===== src/logic/dot11_frame_pkg.sv =====
package dot11_frame_pkg;

    ////////////////////////////////////////////////////////////////////////////
    // field widths of a legacy (non-HT) frame
    ////////////////////////////////////////////////////////////////////////////

    typedef logic [7:0]  byte_t;
    typedef logic [3:0]  rate_t;
    // length in bytes, FCS included
    typedef logic [11:0] sig_len_t;
    typedef logic [23:0] sig_bits_t;
    typedef logic [31:0] crc32_t;
    typedef logic [15:0] pkt_len_t;

    // SIGNAL field
    localparam int    SIG_BYTES       = 3;
    localparam rate_t RATE_6M         = 4'b1011;
    localparam int    SIG_DECODE_BITS = 48;

    // service field plus tail, ahead of and behind the PSDU
    localparam int SERVICE_TAIL_BITS = 22;

    ////////////////////////////////////////////////////////////////////////////
    // frame check sequence
    ////////////////////////////////////////////////////////////////////////////

    localparam crc32_t CRC32_POLY  = 32'h04C1_1DB7;
    localparam crc32_t CRC32_INIT  = 32'hFFFF_FFFF;
    // register value once the FCS bytes of a good frame are shifted in
    localparam crc32_t FCS_RESIDUE = 32'hC704_DD7B;

endpackage


===== src/logic/rx_ctrl_pkg.sv =====
package rx_ctrl_pkg;

    // receive controller states
    typedef enum logic [2:0] {
        ST_WAIT_POWER,
        ST_SYNC,
        ST_DECODE_SIGNAL,
        ST_CHECK_SIGNAL,
        ST_SIGNAL_ERROR,
        ST_DECODE_DATA,
        ST_DECODE_DONE
    } rx_state_t;

    // status codes reported with each outcome
    typedef logic [3:0] status_t;

    localparam status_t E_OK               = 4'd0;
    localparam status_t E_PARITY_FAIL      = 4'd1;
    localparam status_t E_WRONG_RSVD       = 4'd2;
    localparam status_t E_WRONG_TAIL       = 4'd3;
    localparam status_t E_UNSUPPORTED_RATE = 4'd4;
    localparam status_t E_WRONG_FCS        = 4'd5;

    // sync gives up after this many samples
    localparam int SYNC_TIMEOUT_SAMPLES = 320;
    localparam int SYNC_CNT_W           = $clog2(SYNC_TIMEOUT_SAMPLES + 2);

    typedef logic [31:0] bit_count_t;

endpackage


===== src/logic/fcs_if.sv =====
`timescale 1ns/1ps

interface fcs_if;
    import dot11_frame_pkg::*;

    // controller side
    logic  clear;
    logic  enable;
    byte_t byte_data;

    // checker side
    logic  fcs_good;

    modport ctrl (
        output clear,
        output enable,
        output byte_data,
        input  fcs_good
    );

    modport check (
        input  clear,
        input  enable,
        input  byte_data,
        output fcs_good
    );

endinterface


===== src/logic/signal_field_if.sv =====
`timescale 1ns/1ps

interface signal_field_if;
    import dot11_frame_pkg::*;
    import rx_ctrl_pkg::*;

    // controller side, capture is a level
    logic     capture;
    byte_t    byte_data;
    logic     byte_stb;

    // checker side, held while sig_done is high
    logic     sig_done;
    logic     sig_ok;
    status_t  err_code;
    rate_t    rate;
    sig_len_t len;

    modport ctrl (
        output capture, byte_data, byte_stb,
        input  sig_done, sig_ok, err_code, rate, len
    );

    modport check (
        input  capture, byte_data, byte_stb,
        output sig_done, sig_ok, err_code, rate, len
    );

endinterface


===== src/logic/dot11_rx_top.sv =====
`timescale 1ns/1ps

module dot11_rx_top (
    input  logic                          clock,
    input  logic                          reset,
    input  logic                          enable_i,
    input  logic [10:0]                   rssi_half_db_i,
    input  logic [10:0]                   power_thres_i,
    input  logic                          sample_strobe_i,
    input  logic                          preamble_detected_i,
    input  dot11_frame_pkg::byte_t        byte_i,
    input  logic                          byte_strobe_i,
    output logic                          demod_is_ongoing_o,
    output logic                          pkt_begin_o,
    output logic                          pkt_header_valid_o,
    output logic                          pkt_header_valid_strobe_o,
    output dot11_frame_pkg::rate_t        pkt_rate_o,
    output dot11_frame_pkg::pkt_len_t     pkt_len_o,
    output dot11_frame_pkg::pkt_len_t     byte_count_o,
    output logic                          fcs_out_strobe_o,
    output logic                          fcs_ok_o,
    output rx_ctrl_pkg::status_t          status_code_o,
    output logic                          do_descramble_o,
    output rx_ctrl_pkg::bit_count_t       num_bits_to_decode_o
);

    signal_field_if u_sig_if ();
    fcs_if          u_fcs_if ();

    // controller
    rx_packet_ctrl u_ctrl (
        .clock                     (clock),
        .reset                     (reset),
        .enable_i                  (enable_i),
        .rssi_half_db_i            (rssi_half_db_i),
        .power_thres_i             (power_thres_i),
        .sample_strobe_i           (sample_strobe_i),
        .preamble_detected_i       (preamble_detected_i),
        .byte_i                    (byte_i),
        .byte_strobe_i             (byte_strobe_i),
        .sig                       (u_sig_if.ctrl),
        .fcs                       (u_fcs_if.ctrl),
        .demod_is_ongoing_o        (demod_is_ongoing_o),
        .pkt_begin_o               (pkt_begin_o),
        .pkt_header_valid_o        (pkt_header_valid_o),
        .pkt_header_valid_strobe_o (pkt_header_valid_strobe_o),
        .pkt_rate_o                (pkt_rate_o),
        .pkt_len_o                 (pkt_len_o),
        .byte_count_o              (byte_count_o),
        .fcs_out_strobe_o          (fcs_out_strobe_o),
        .fcs_ok_o                  (fcs_ok_o),
        .status_code_o             (status_code_o),
        .do_descramble_o           (do_descramble_o),
        .num_bits_to_decode_o      (num_bits_to_decode_o)
    );

    signal_field_check u_sig_check (
        .clock (clock),
        .reset (reset),
        .sig   (u_sig_if.check)
    );

    fcs_crc32 u_fcs (
        .clock (clock),
        .reset (reset),
        .fcs   (u_fcs_if.check)
    );

endmodule


===== src/logic/fcs_crc32.sv =====
`timescale 1ns/1ps

module fcs_crc32 (
    input logic  clock,
    input logic  reset,
    fcs_if.check fcs
);
    import dot11_frame_pkg::*;

    crc32_t crc_q;

    // one byte, lsb first, eight bit steps
    function automatic crc32_t crc_byte(input crc32_t crc_in, input byte_t data);
        crc32_t crc;
        logic   fb;
        crc = crc_in;
        for (int i = 0; i < 8; i++) begin
            fb  = crc[31] ^ data[i];
            crc = {crc[30:0], 1'b0};
            if (fb) begin
                crc = crc ^ CRC32_POLY;
            end
        end
        return crc;
    endfunction

    always_ff @(posedge clock) begin
        if (reset || fcs.clear) begin
            crc_q <= CRC32_INIT;
        end else if (fcs.enable) begin
            crc_q <= crc_byte(crc_q, fcs.byte_data);
        end
    end

    // includes every byte already enabled
    assign fcs.fcs_good = (crc_q == FCS_RESIDUE);

    a_clear_enable_excl: assert property (
        @(posedge clock) disable iff (reset)
        !(fcs.clear && fcs.enable)
    ) else $error("FCS clear and enable high together");

endmodule


===== src/logic/rx_packet_ctrl.sv =====
`timescale 1ns/1ps

module rx_packet_ctrl (
    input  logic                          clock,
    input  logic                          reset,
    input  logic                          enable_i,
    input  logic [10:0]                   rssi_half_db_i,
    input  logic [10:0]                   power_thres_i,
    input  logic                          sample_strobe_i,
    input  logic                          preamble_detected_i,
    input  dot11_frame_pkg::byte_t        byte_i,
    input  logic                          byte_strobe_i,
    signal_field_if.ctrl                  sig,
    fcs_if.ctrl                           fcs,
    output logic                          demod_is_ongoing_o,
    output logic                          pkt_begin_o,
    output logic                          pkt_header_valid_o,
    output logic                          pkt_header_valid_strobe_o,
    output dot11_frame_pkg::rate_t        pkt_rate_o,
    output dot11_frame_pkg::pkt_len_t     pkt_len_o,
    output dot11_frame_pkg::pkt_len_t     byte_count_o,
    output logic                          fcs_out_strobe_o,
    output logic                          fcs_ok_o,
    output rx_ctrl_pkg::status_t          status_code_o,
    output logic                          do_descramble_o,
    output rx_ctrl_pkg::bit_count_t       num_bits_to_decode_o
);
    import dot11_frame_pkg::*;
    import rx_ctrl_pkg::*;

    rx_state_t               state_q;
    logic [SYNC_CNT_W-1:0]   sample_cnt_q;
    logic                    demod_q;
    logic                    pkt_begin_q;
    logic                    hdr_valid_q;
    logic                    hdr_strobe_q;
    rate_t                   pkt_rate_q;
    pkt_len_t                pkt_len_q;
    pkt_len_t                byte_count_q;
    logic                    fcs_strobe_q;
    logic                    fcs_ok_q;
    status_t                 status_q;
    bit_count_t              num_bits_q;

    logic power_ok;
    logic sync_timeout;
    logic data_byte;

    assign power_ok     = (rssi_half_db_i >= power_thres_i);
    assign sync_timeout = (sample_cnt_q > SYNC_TIMEOUT_SAMPLES);
    // bytes past the SIGNAL length are not counted
    assign data_byte    = (state_q == ST_DECODE_DATA) && byte_strobe_i &&
                          (byte_count_q != pkt_len_q);

    ////////////////////////////////////////////////////////////////////////////
    // SIGNAL and FCS checker hookup
    ////////////////////////////////////////////////////////////////////////////

    assign sig.capture   = (state_q == ST_DECODE_SIGNAL);
    assign sig.byte_data = byte_i;
    assign sig.byte_stb  = enable_i && byte_strobe_i && (state_q == ST_DECODE_SIGNAL);

    // register is cleared on the edge into data decoding
    assign fcs.clear     = enable_i && (state_q == ST_CHECK_SIGNAL);
    assign fcs.enable    = enable_i && data_byte;
    assign fcs.byte_data = byte_i;

    ////////////////////////////////////////////////////////////////////////////
    // receive FSM
    ////////////////////////////////////////////////////////////////////////////

    always_ff @(posedge clock) begin
        if (reset) begin
            state_q      <= ST_WAIT_POWER;
            sample_cnt_q <= '0;
            demod_q      <= 1'b0;
            pkt_begin_q  <= 1'b0;
            hdr_valid_q  <= 1'b0;
            hdr_strobe_q <= 1'b0;
            pkt_rate_q   <= '0;
            pkt_len_q    <= '0;
            byte_count_q <= '0;
            fcs_strobe_q <= 1'b0;
            fcs_ok_q     <= 1'b0;
            status_q     <= E_OK;
            num_bits_q   <= '0;
        end else if (enable_i) begin
            case (state_q)
                ST_WAIT_POWER: begin
                    demod_q <= 1'b0;
                    if (power_ok) begin
                        sample_cnt_q <= '0;
                        state_q      <= ST_SYNC;
                    end
                end

                ST_SYNC: begin
                    if (sample_strobe_i && !sync_timeout) begin
                        sample_cnt_q <= sample_cnt_q + 1'b1;
                    end
                    // power loss and timeout win over a late preamble
                    if (!power_ok || sync_timeout) begin
                        state_q <= ST_WAIT_POWER;
                    end else if (preamble_detected_i) begin
                        demod_q      <= 1'b1;
                        pkt_rate_q   <= RATE_6M;
                        num_bits_q   <= bit_count_t'(SIG_DECODE_BITS);
                        byte_count_q <= '0;
                        state_q      <= ST_DECODE_SIGNAL;
                    end
                end

                ST_DECODE_SIGNAL: begin
                    if (sig.sig_done) begin
                        hdr_strobe_q <= 1'b1;
                        hdr_valid_q  <= sig.sig_ok;
                        pkt_begin_q  <= sig.sig_ok;
                        status_q     <= sig.err_code;
                        pkt_rate_q   <= sig.rate;
                        pkt_len_q    <= pkt_len_t'(sig.len);
                        state_q      <= ST_CHECK_SIGNAL;
                    end
                end

                ST_CHECK_SIGNAL: begin
                    hdr_strobe_q <= 1'b0;
                    hdr_valid_q  <= 1'b0;
                    pkt_begin_q  <= 1'b0;
                    if (hdr_valid_q) begin
                        // 6M frames go straight on, nothing else can follow
                        num_bits_q   <= (bit_count_t'(SERVICE_TAIL_BITS) +
                                         (bit_count_t'(pkt_len_q) << 3)) << 1;
                        byte_count_q <= '0;
                        state_q      <= ST_DECODE_DATA;
                    end else begin
                        state_q <= ST_SIGNAL_ERROR;
                    end
                end

                ST_SIGNAL_ERROR: begin
                    demod_q <= 1'b0;
                    state_q <= ST_WAIT_POWER;
                end

                ST_DECODE_DATA: begin
                    if (byte_count_q == pkt_len_q) begin
                        fcs_strobe_q <= 1'b1;
                        fcs_ok_q     <= fcs.fcs_good;
                        status_q     <= fcs.fcs_good ? E_OK : E_WRONG_FCS;
                        state_q      <= ST_DECODE_DONE;
                    end else if (data_byte) begin
                        byte_count_q <= byte_count_q + 16'd1;
                    end
                end

                ST_DECODE_DONE: begin
                    fcs_strobe_q <= 1'b0;
                    fcs_ok_q     <= 1'b0;
                    demod_q      <= 1'b0;
                    state_q      <= ST_WAIT_POWER;
                end

                default: begin
                    state_q <= ST_WAIT_POWER;
                end
            endcase
        end
    end

    assign demod_is_ongoing_o        = demod_q;
    assign pkt_begin_o               = pkt_begin_q;
    assign pkt_header_valid_o        = hdr_valid_q;
    assign pkt_header_valid_strobe_o = hdr_strobe_q;
    assign pkt_rate_o                = pkt_rate_q;
    assign pkt_len_o                 = pkt_len_q;
    assign byte_count_o              = byte_count_q;
    assign fcs_out_strobe_o          = fcs_strobe_q;
    assign fcs_ok_o                  = fcs_ok_q;
    assign status_code_o             = status_q;
    assign do_descramble_o           = (state_q == ST_DECODE_DATA);
    assign num_bits_to_decode_o      = num_bits_q;

    a_fcs_strobe_pulse: assert property (
        @(posedge clock) disable iff (reset)
        fcs_strobe_q && enable_i |=> !fcs_strobe_q
    ) else $error("FCS strobe longer than one cycle");

    a_strobes_excl: assert property (
        @(posedge clock) disable iff (reset)
        !(hdr_strobe_q && fcs_strobe_q)
    ) else $error("header and FCS strobes high together");

endmodule


===== src/logic/signal_field_check.sv =====
`timescale 1ns/1ps

module signal_field_check (
    input logic           clock,
    input logic           reset,
    signal_field_if.check sig
);
    import dot11_frame_pkg::*;
    import rx_ctrl_pkg::*;

    localparam logic [1:0] LAST_BYTE = 2'(SIG_BYTES - 1);

    sig_bits_t  sig_bits_q;
    logic [1:0] byte_cnt_q;
    logic       done_q;
    logic       take_byte;

    // field split
    rate_t      rate_f;
    logic       rsvd_f;
    sig_len_t   len_f;
    logic       parity_f;
    logic [5:0] tail_f;
    logic       parity_ok;
    status_t    err_code;

    assign take_byte = sig.capture && sig.byte_stb && !done_q;

    // low byte arrives first
    always_ff @(posedge clock) begin
        if (take_byte) begin
            sig_bits_q <= {sig.byte_data, sig_bits_q[23:8]};
        end
    end

    always_ff @(posedge clock) begin
        if (reset || !sig.capture) begin
            byte_cnt_q <= '0;
            done_q     <= 1'b0;
        end else if (take_byte) begin
            if (byte_cnt_q == LAST_BYTE) begin
                byte_cnt_q <= '0;
                done_q     <= 1'b1;
            end else begin
                byte_cnt_q <= byte_cnt_q + 2'd1;
            end
        end
    end

    assign rate_f   = sig_bits_q[3:0];
    assign rsvd_f   = sig_bits_q[4];
    assign len_f    = sig_bits_q[16:5];
    assign parity_f = sig_bits_q[17];
    assign tail_f   = sig_bits_q[23:18];

    // even parity over bits 0 to 17
    assign parity_ok = ~(^sig_bits_q[16:0] ^ parity_f);

    // first failing check wins
    always_comb begin
        if (!parity_ok) begin
            err_code = E_PARITY_FAIL;
        end else if (rsvd_f) begin
            err_code = E_WRONG_RSVD;
        end else if (tail_f != 6'd0) begin
            err_code = E_WRONG_TAIL;
        end else if (!rate_f[3]) begin
            err_code = E_UNSUPPORTED_RATE;
        end else begin
            err_code = E_OK;
        end
    end

    assign sig.sig_done = done_q;
    assign sig.sig_ok   = (err_code == E_OK);
    assign sig.err_code = err_code;
    assign sig.rate     = rate_f;
    assign sig.len      = len_f;

    // the decoder must pause until the controller leaves the SIGNAL state
    a_no_byte_after_done: assert property (
        @(posedge clock) disable iff (reset)
        sig.capture && sig.byte_stb |-> !sig.sig_done
    ) else $error("SIGNAL byte strobe while sig_done is high");

endmodule


===== config.mk =====
export PLATFORM = sky130hd
export DESIGN_NAME = dot11_rx_top
export DESIGN_NICKNAME = d
export VERILOG_FILES = /design/src/logic/dot11_frame_pkg.sv /design/src/logic/rx_ctrl_pkg.sv /design/src/logic/fcs_if.sv /design/src/logic/signal_field_if.sv /design/src/logic/dot11_rx_top.sv /design/src/logic/fcs_crc32.sv /design/src/logic/rx_packet_ctrl.sv /design/src/logic/signal_field_check.sv
export SDC_FILE = /design/constraint.sdc
export NUM_CORES = 1
export LEC_CHECK = 0
export BUFFER_PORTS_ARGS = -buffer_cell sky130_fd_sc_hd__buf_4
export CAP_MARGIN = 10
export CELL_PAD_IN_SITES_DETAIL_PLACEMENT = 2
export CELL_PAD_IN_SITES_GLOBAL_PLACEMENT = 2
export CORE_ASPECT_RATIO = 0.5
export CORE_UTILIZATION = 30
export DETAILED_ROUTE_END_ITERATION = 16
export GPL_TIMING_DRIVEN = 0
export PLACE_DENSITY = 0.79
export SLEW_MARGIN = 20
export SYNTH_ARGS = -nofsm -noshare
export SYNTH_HDL_FRONTEND = slang
export SYNTH_SLANG_ARGS = --single-unit
export TNS_END_PERCENT = 1

===== constraint.sdc =====
create_clock -name clock -period 3.25 [get_ports clock]
set_clock_uncertainty 0.2 [all_clocks]
set_input_delay 0.1625 -clock clock [delete_from_list [all_inputs] [get_ports clock]]
set_output_delay 0.1625 -clock clock [all_outputs]
set_load 0.05 [all_outputs]

==> results list <==
- The synthesized netlist devotes 2.789% of its cell area to adder and majority cells.
* Total Neg Setup Slack: 0 ns
- Number of gates resized after cts: 0
* Final setup violation count: 0
- Gate Count Post-Synth: 724
- In the synthesized netlist, mux cells make up 0.8924% of the area.
- The number of cells on the worst reg-to-reg path is 7.
- Most frequent cells in the layout: buf_4, dfxtp_1, nand2_1
- The highest layer touched by signal routing is met4.
* Die span in x: 213.8 microns
- Total DRC errors in the routed layout: 0
* Area share of xor/xnor cells in the synthesized design: 17.51%
- Type of element capturing the critical path: flop
- The via count of the first global-routing pass is 6324.
- Effective utilization at floorplan: 30.84%
- Reg clk slew, reported paths: 0.06 ns
* Crit Reg-Reg Endpoint: u_fcs.crc_q[1]
- DRT Pass-1 Iters: 4
- Total congestion overflow: 0
- Setup Fix Bufs, Post-CTS: 0
* Floorplan die area: 23070 sq um
- At the pin with the least slew margin, the transition time is 0.9085 ns.
- End of the worst hold path: u_ctrl.state_q[0]
* Startpoint of the worst register-to-register path: u_ctrl.byte_count_o[12]
* Largest net degree at the start of global routing: 25
- In this run the standard cell core region covers 21820 sq um.
- Area fraction in compound gates after synthesis: 14.05%
- The tightest min-delay check is of the primary input to flop type.
- The first global-routing pass estimated 34380 microns of wire.
* Post-synthesis cell area: 6730 sq um
- After synthesis, the netlist uses 66 different library cells.
- Cell type with the largest total area after synthesis: dfxtp_1
- Buffers placed on the I/O ports in this run total 91.
- Period Utilization, post-route: 91.68%
* Most common library cell in the layout ignoring fill and taps: buf_4
- Of the total synthesized cell area, the portion taken by AND, OR, NAND and NOR gates is 17.44%.
- Hold bufs inserted after CTS: 10
* Reported leakage power: 3.475 nW
* Clock Path Buffers: 2
* Number of design-rule violations left by the first detailed-router iteration: 190
- Top cells by area, synth: dfxtp_1, edfxtp_1, xnor2_1
* Synthesis-to-layout area growth: 27.70%
- TritonCTS clock tree: done
- Met2 routed WL: 11310 microns
- Sequential-to-total area share from yosys stat: 40.75%
- After detailed routing, the average wire length per cell comes to 18.65 microns.
- Number of flops mapped to enable cells by yosys: 24
* Cell area after placement: 7868 sq um
- Launching element type of the critical path: flop
- FF+latch count, synth: 125
* Number of instances in the placed design: 1136
- Summed over all nets, the half-perimeter wirelength after detailed placement is 16250 microns.
- Count of filler cells inserted in the layout: 2412
- Met1 routed wirelength after detailed routing: 9666 microns
- Fin. Hold Viols: 0
* Clock H-tree levels: 4
* Pwr Total: 4.122 mW
- Root cell of the clock tree: clkbuf_16
- At the worst endpoint, the arrival time is 3.01 ns.
- Counting flops with an async set or reset pin after synthesis yields a share of 0%.
* Global placement routability congestion: 0.8427
- The worst hold path was traced through 5 stages.
- Clock tree synthesis inserted a total of 17 buffers.
* I/O pin count: 115
* Number of nets with antenna violations after routing: 0
- Routed vias/inst: 4.913
* Detailed Route WL: 21970 microns
- Fmax: 0.3356 GHz
- The final number of max-transition violations is 0.
- Worst min-delay path startpoint: preamble_detected_i
- Met3 wire len: 663 microns
- Global routing used 19.66% of the available tracks across all layers.
- The clock reaches the later pin of the worst-skew pair after 0.42 ns.
- P per Cell Area: 479.6 nW/um^2
- For this block, the via count after detailed routing is 5788.
- The net count of the finished layout is 916.
- Max_cap viols: 0
* Fraction of layout cells with a size suffix above 1: 21.64%
- Result of the run: complete, no violations
- Yosys printed 0 warnings.
- The die is 107.9 microns tall.
- Combinational family with the most area after synthesis: XOR/XNOR gates
- Clock tree synthesis found a total of 125 sinks.
- Number of antenna repair diodes: 0
* Share of Yosys cell area claimed by the top area cell type: 30.04%
- Worst VDD drop: 0.2625 mV
- Of all nets on the critical path, the largest fanout is 10.
* Unrepaired setup endpoints after global routing: no
- Row generation in the floorplan step produced 38 rows.
* Mean instance size in the synthesized netlist: 9.296 sq um
- Required time of the critical path: 3.28 ns
- Predominant post-synthesis flop cell: dfxtp_1
- Initial antenna violation count: 0
* Final worst path period need: 2.980 ns
* Relative slew slack: 39.37%
- The finished cells cover 8594 sq um.
- For this run, the number of standard cells in the final layout without fillers is 1178.
* Minimum setup slack among reg-to-reg paths: 0.27 ns
- The critical path in this run is classified as flop to flop.
[synth_stat cells (3+ instances only)]
library cell  number
xnor2_2            6
xor2_1            35
buf_2              8
nand4_1           13
nand3_1           24
dfxtp_1          101
nand4b_1           3
nor4_1             7
nand2_1           99
clkbuf_1          18
nor3_1            14
o21ai_0           20
mux2i_1            6
buf_4             27
o31ai_1            3
xnor2_1           64
nand2b_1           7
nor2_1            27
and3_1             8
nand3b_1           3
nor2b_1            4
a21o_1             4
a21oi_1           55
inv_1             30
xor2_2             3
edfxtp_1          24
a31oi_1            3
xnor2_4            5
o211ai_1          29
or3_1             13
a221o_1            3
and2_1             3
ha_1              15
[metal layers]
metal | up-vias | GRT usage, %
li1 | 2756 | -
met1 | 2909 | 23.34
met2 | 99 | 35.90
met3 | 24 | 3.705
met4 | 0 | 6.071
met5 | - | 0
[kinds of logic after synthesis]
| group | Yosys count |
|---|---|
| compound gates | 140 |
| mux | 6 |
| other cells | 1 |
| buf+inv | 85 |
| flops | 125 |
| simple gates | 238 |
| xor+xnor | 114 |
| fa+ha+maj | 15 |
[registers in the layout, summed over array words and instances, names as in the netlist]
name / flops
u_ctrl.pkt_len_o: 12
u_fcs.crc_q: 32
u_ctrl.byte_count_o: 16
u_ctrl.num_bits_to_decode_o: 14
u_sig_check.sig_bits_q: 24
u_ctrl.pkt_header_valid_strobe_o: 1
u_ctrl.state_q: 3
u_ctrl.demod_is_ongoing_o: 1
u_ctrl.fcs_out_strobe_o: 1
u_ctrl.pkt_begin_o: 1
u_sig_check.byte_cnt_q: 2
u_ctrl.status_code_o: 3
u_ctrl.pkt_rate_o: 4
u_ctrl.sample_cnt_q: 9
u_ctrl.fcs_ok_o: 1
u_sig_check.sig.sig_done: 1
[stage by stage]
step,util (%),worst slack (ns),hold slack [ns]
global placement,36.05,0.2641,0.1777
global route,39.38,0.1101,0.07448
finish,39.38,0.2705,0.07465
detailed placement,36.05,0.2552,0.1822
floorplan,-,0.7411,0.06137
CTS,39.38,0.2077,0.05231
[layout make-up]
cell class                 count  area (sq um)  share of cell area, %
clock inverter                13         162.7                  1.893
sequential                   125          2743                  31.91
buffer                        54         321.6                  3.741
clock buffer                  19         464.2                  5.401
inverter                      31         116.4                  1.354
tap                          300         375.4                  4.367
timing repair buffer         101         783.3                  9.113
multi-input combinational    535          3628                  42.22
[worst max-delay path by stage]
stage                                        from                 endpoint  slack (ns)  depth (start not counted)
after global placement    u_ctrl.byte_count_o[12]           u_fcs.crc_q[1]        0.26                          7
after CTS                 u_ctrl.byte_count_o[12]           u_fcs.crc_q[1]        0.21                          7
after floorplan            u_ctrl.byte_count_o[2]  u_ctrl.byte_count_o[15]        0.74                          7
final                     u_ctrl.byte_count_o[12]           u_fcs.crc_q[1]        0.27                          7
after detailed placement  u_ctrl.byte_count_o[12]           u_fcs.crc_q[1]        0.26                          7
after global routing      u_ctrl.byte_count_o[12]           u_fcs.crc_q[2]        0.11                          7
[worst max-delay path, cell delays in order (launching register included)]
cell and delay (ns):
dfxtp_1 0.35, nor4_1 0.48, nand4_1 0.18, nor4_1 0.54
or3_1 0.25, buf_4 0.19, clkbuf_1 0.41, o211ai_1 0.18
[power breakdown]
group	internal, mW	leakage [nW]	total [mW]	switching, mW
Sequential	1.58	1.03	1.59	0.00604
Combinational	0.190	2.14	0.500	0.310
Clock	1.27	0.300	2.03	0.757
Total	3.05	3.48	4.12	1.07
No activity file was read; power rests on OpenSTA's default activity.
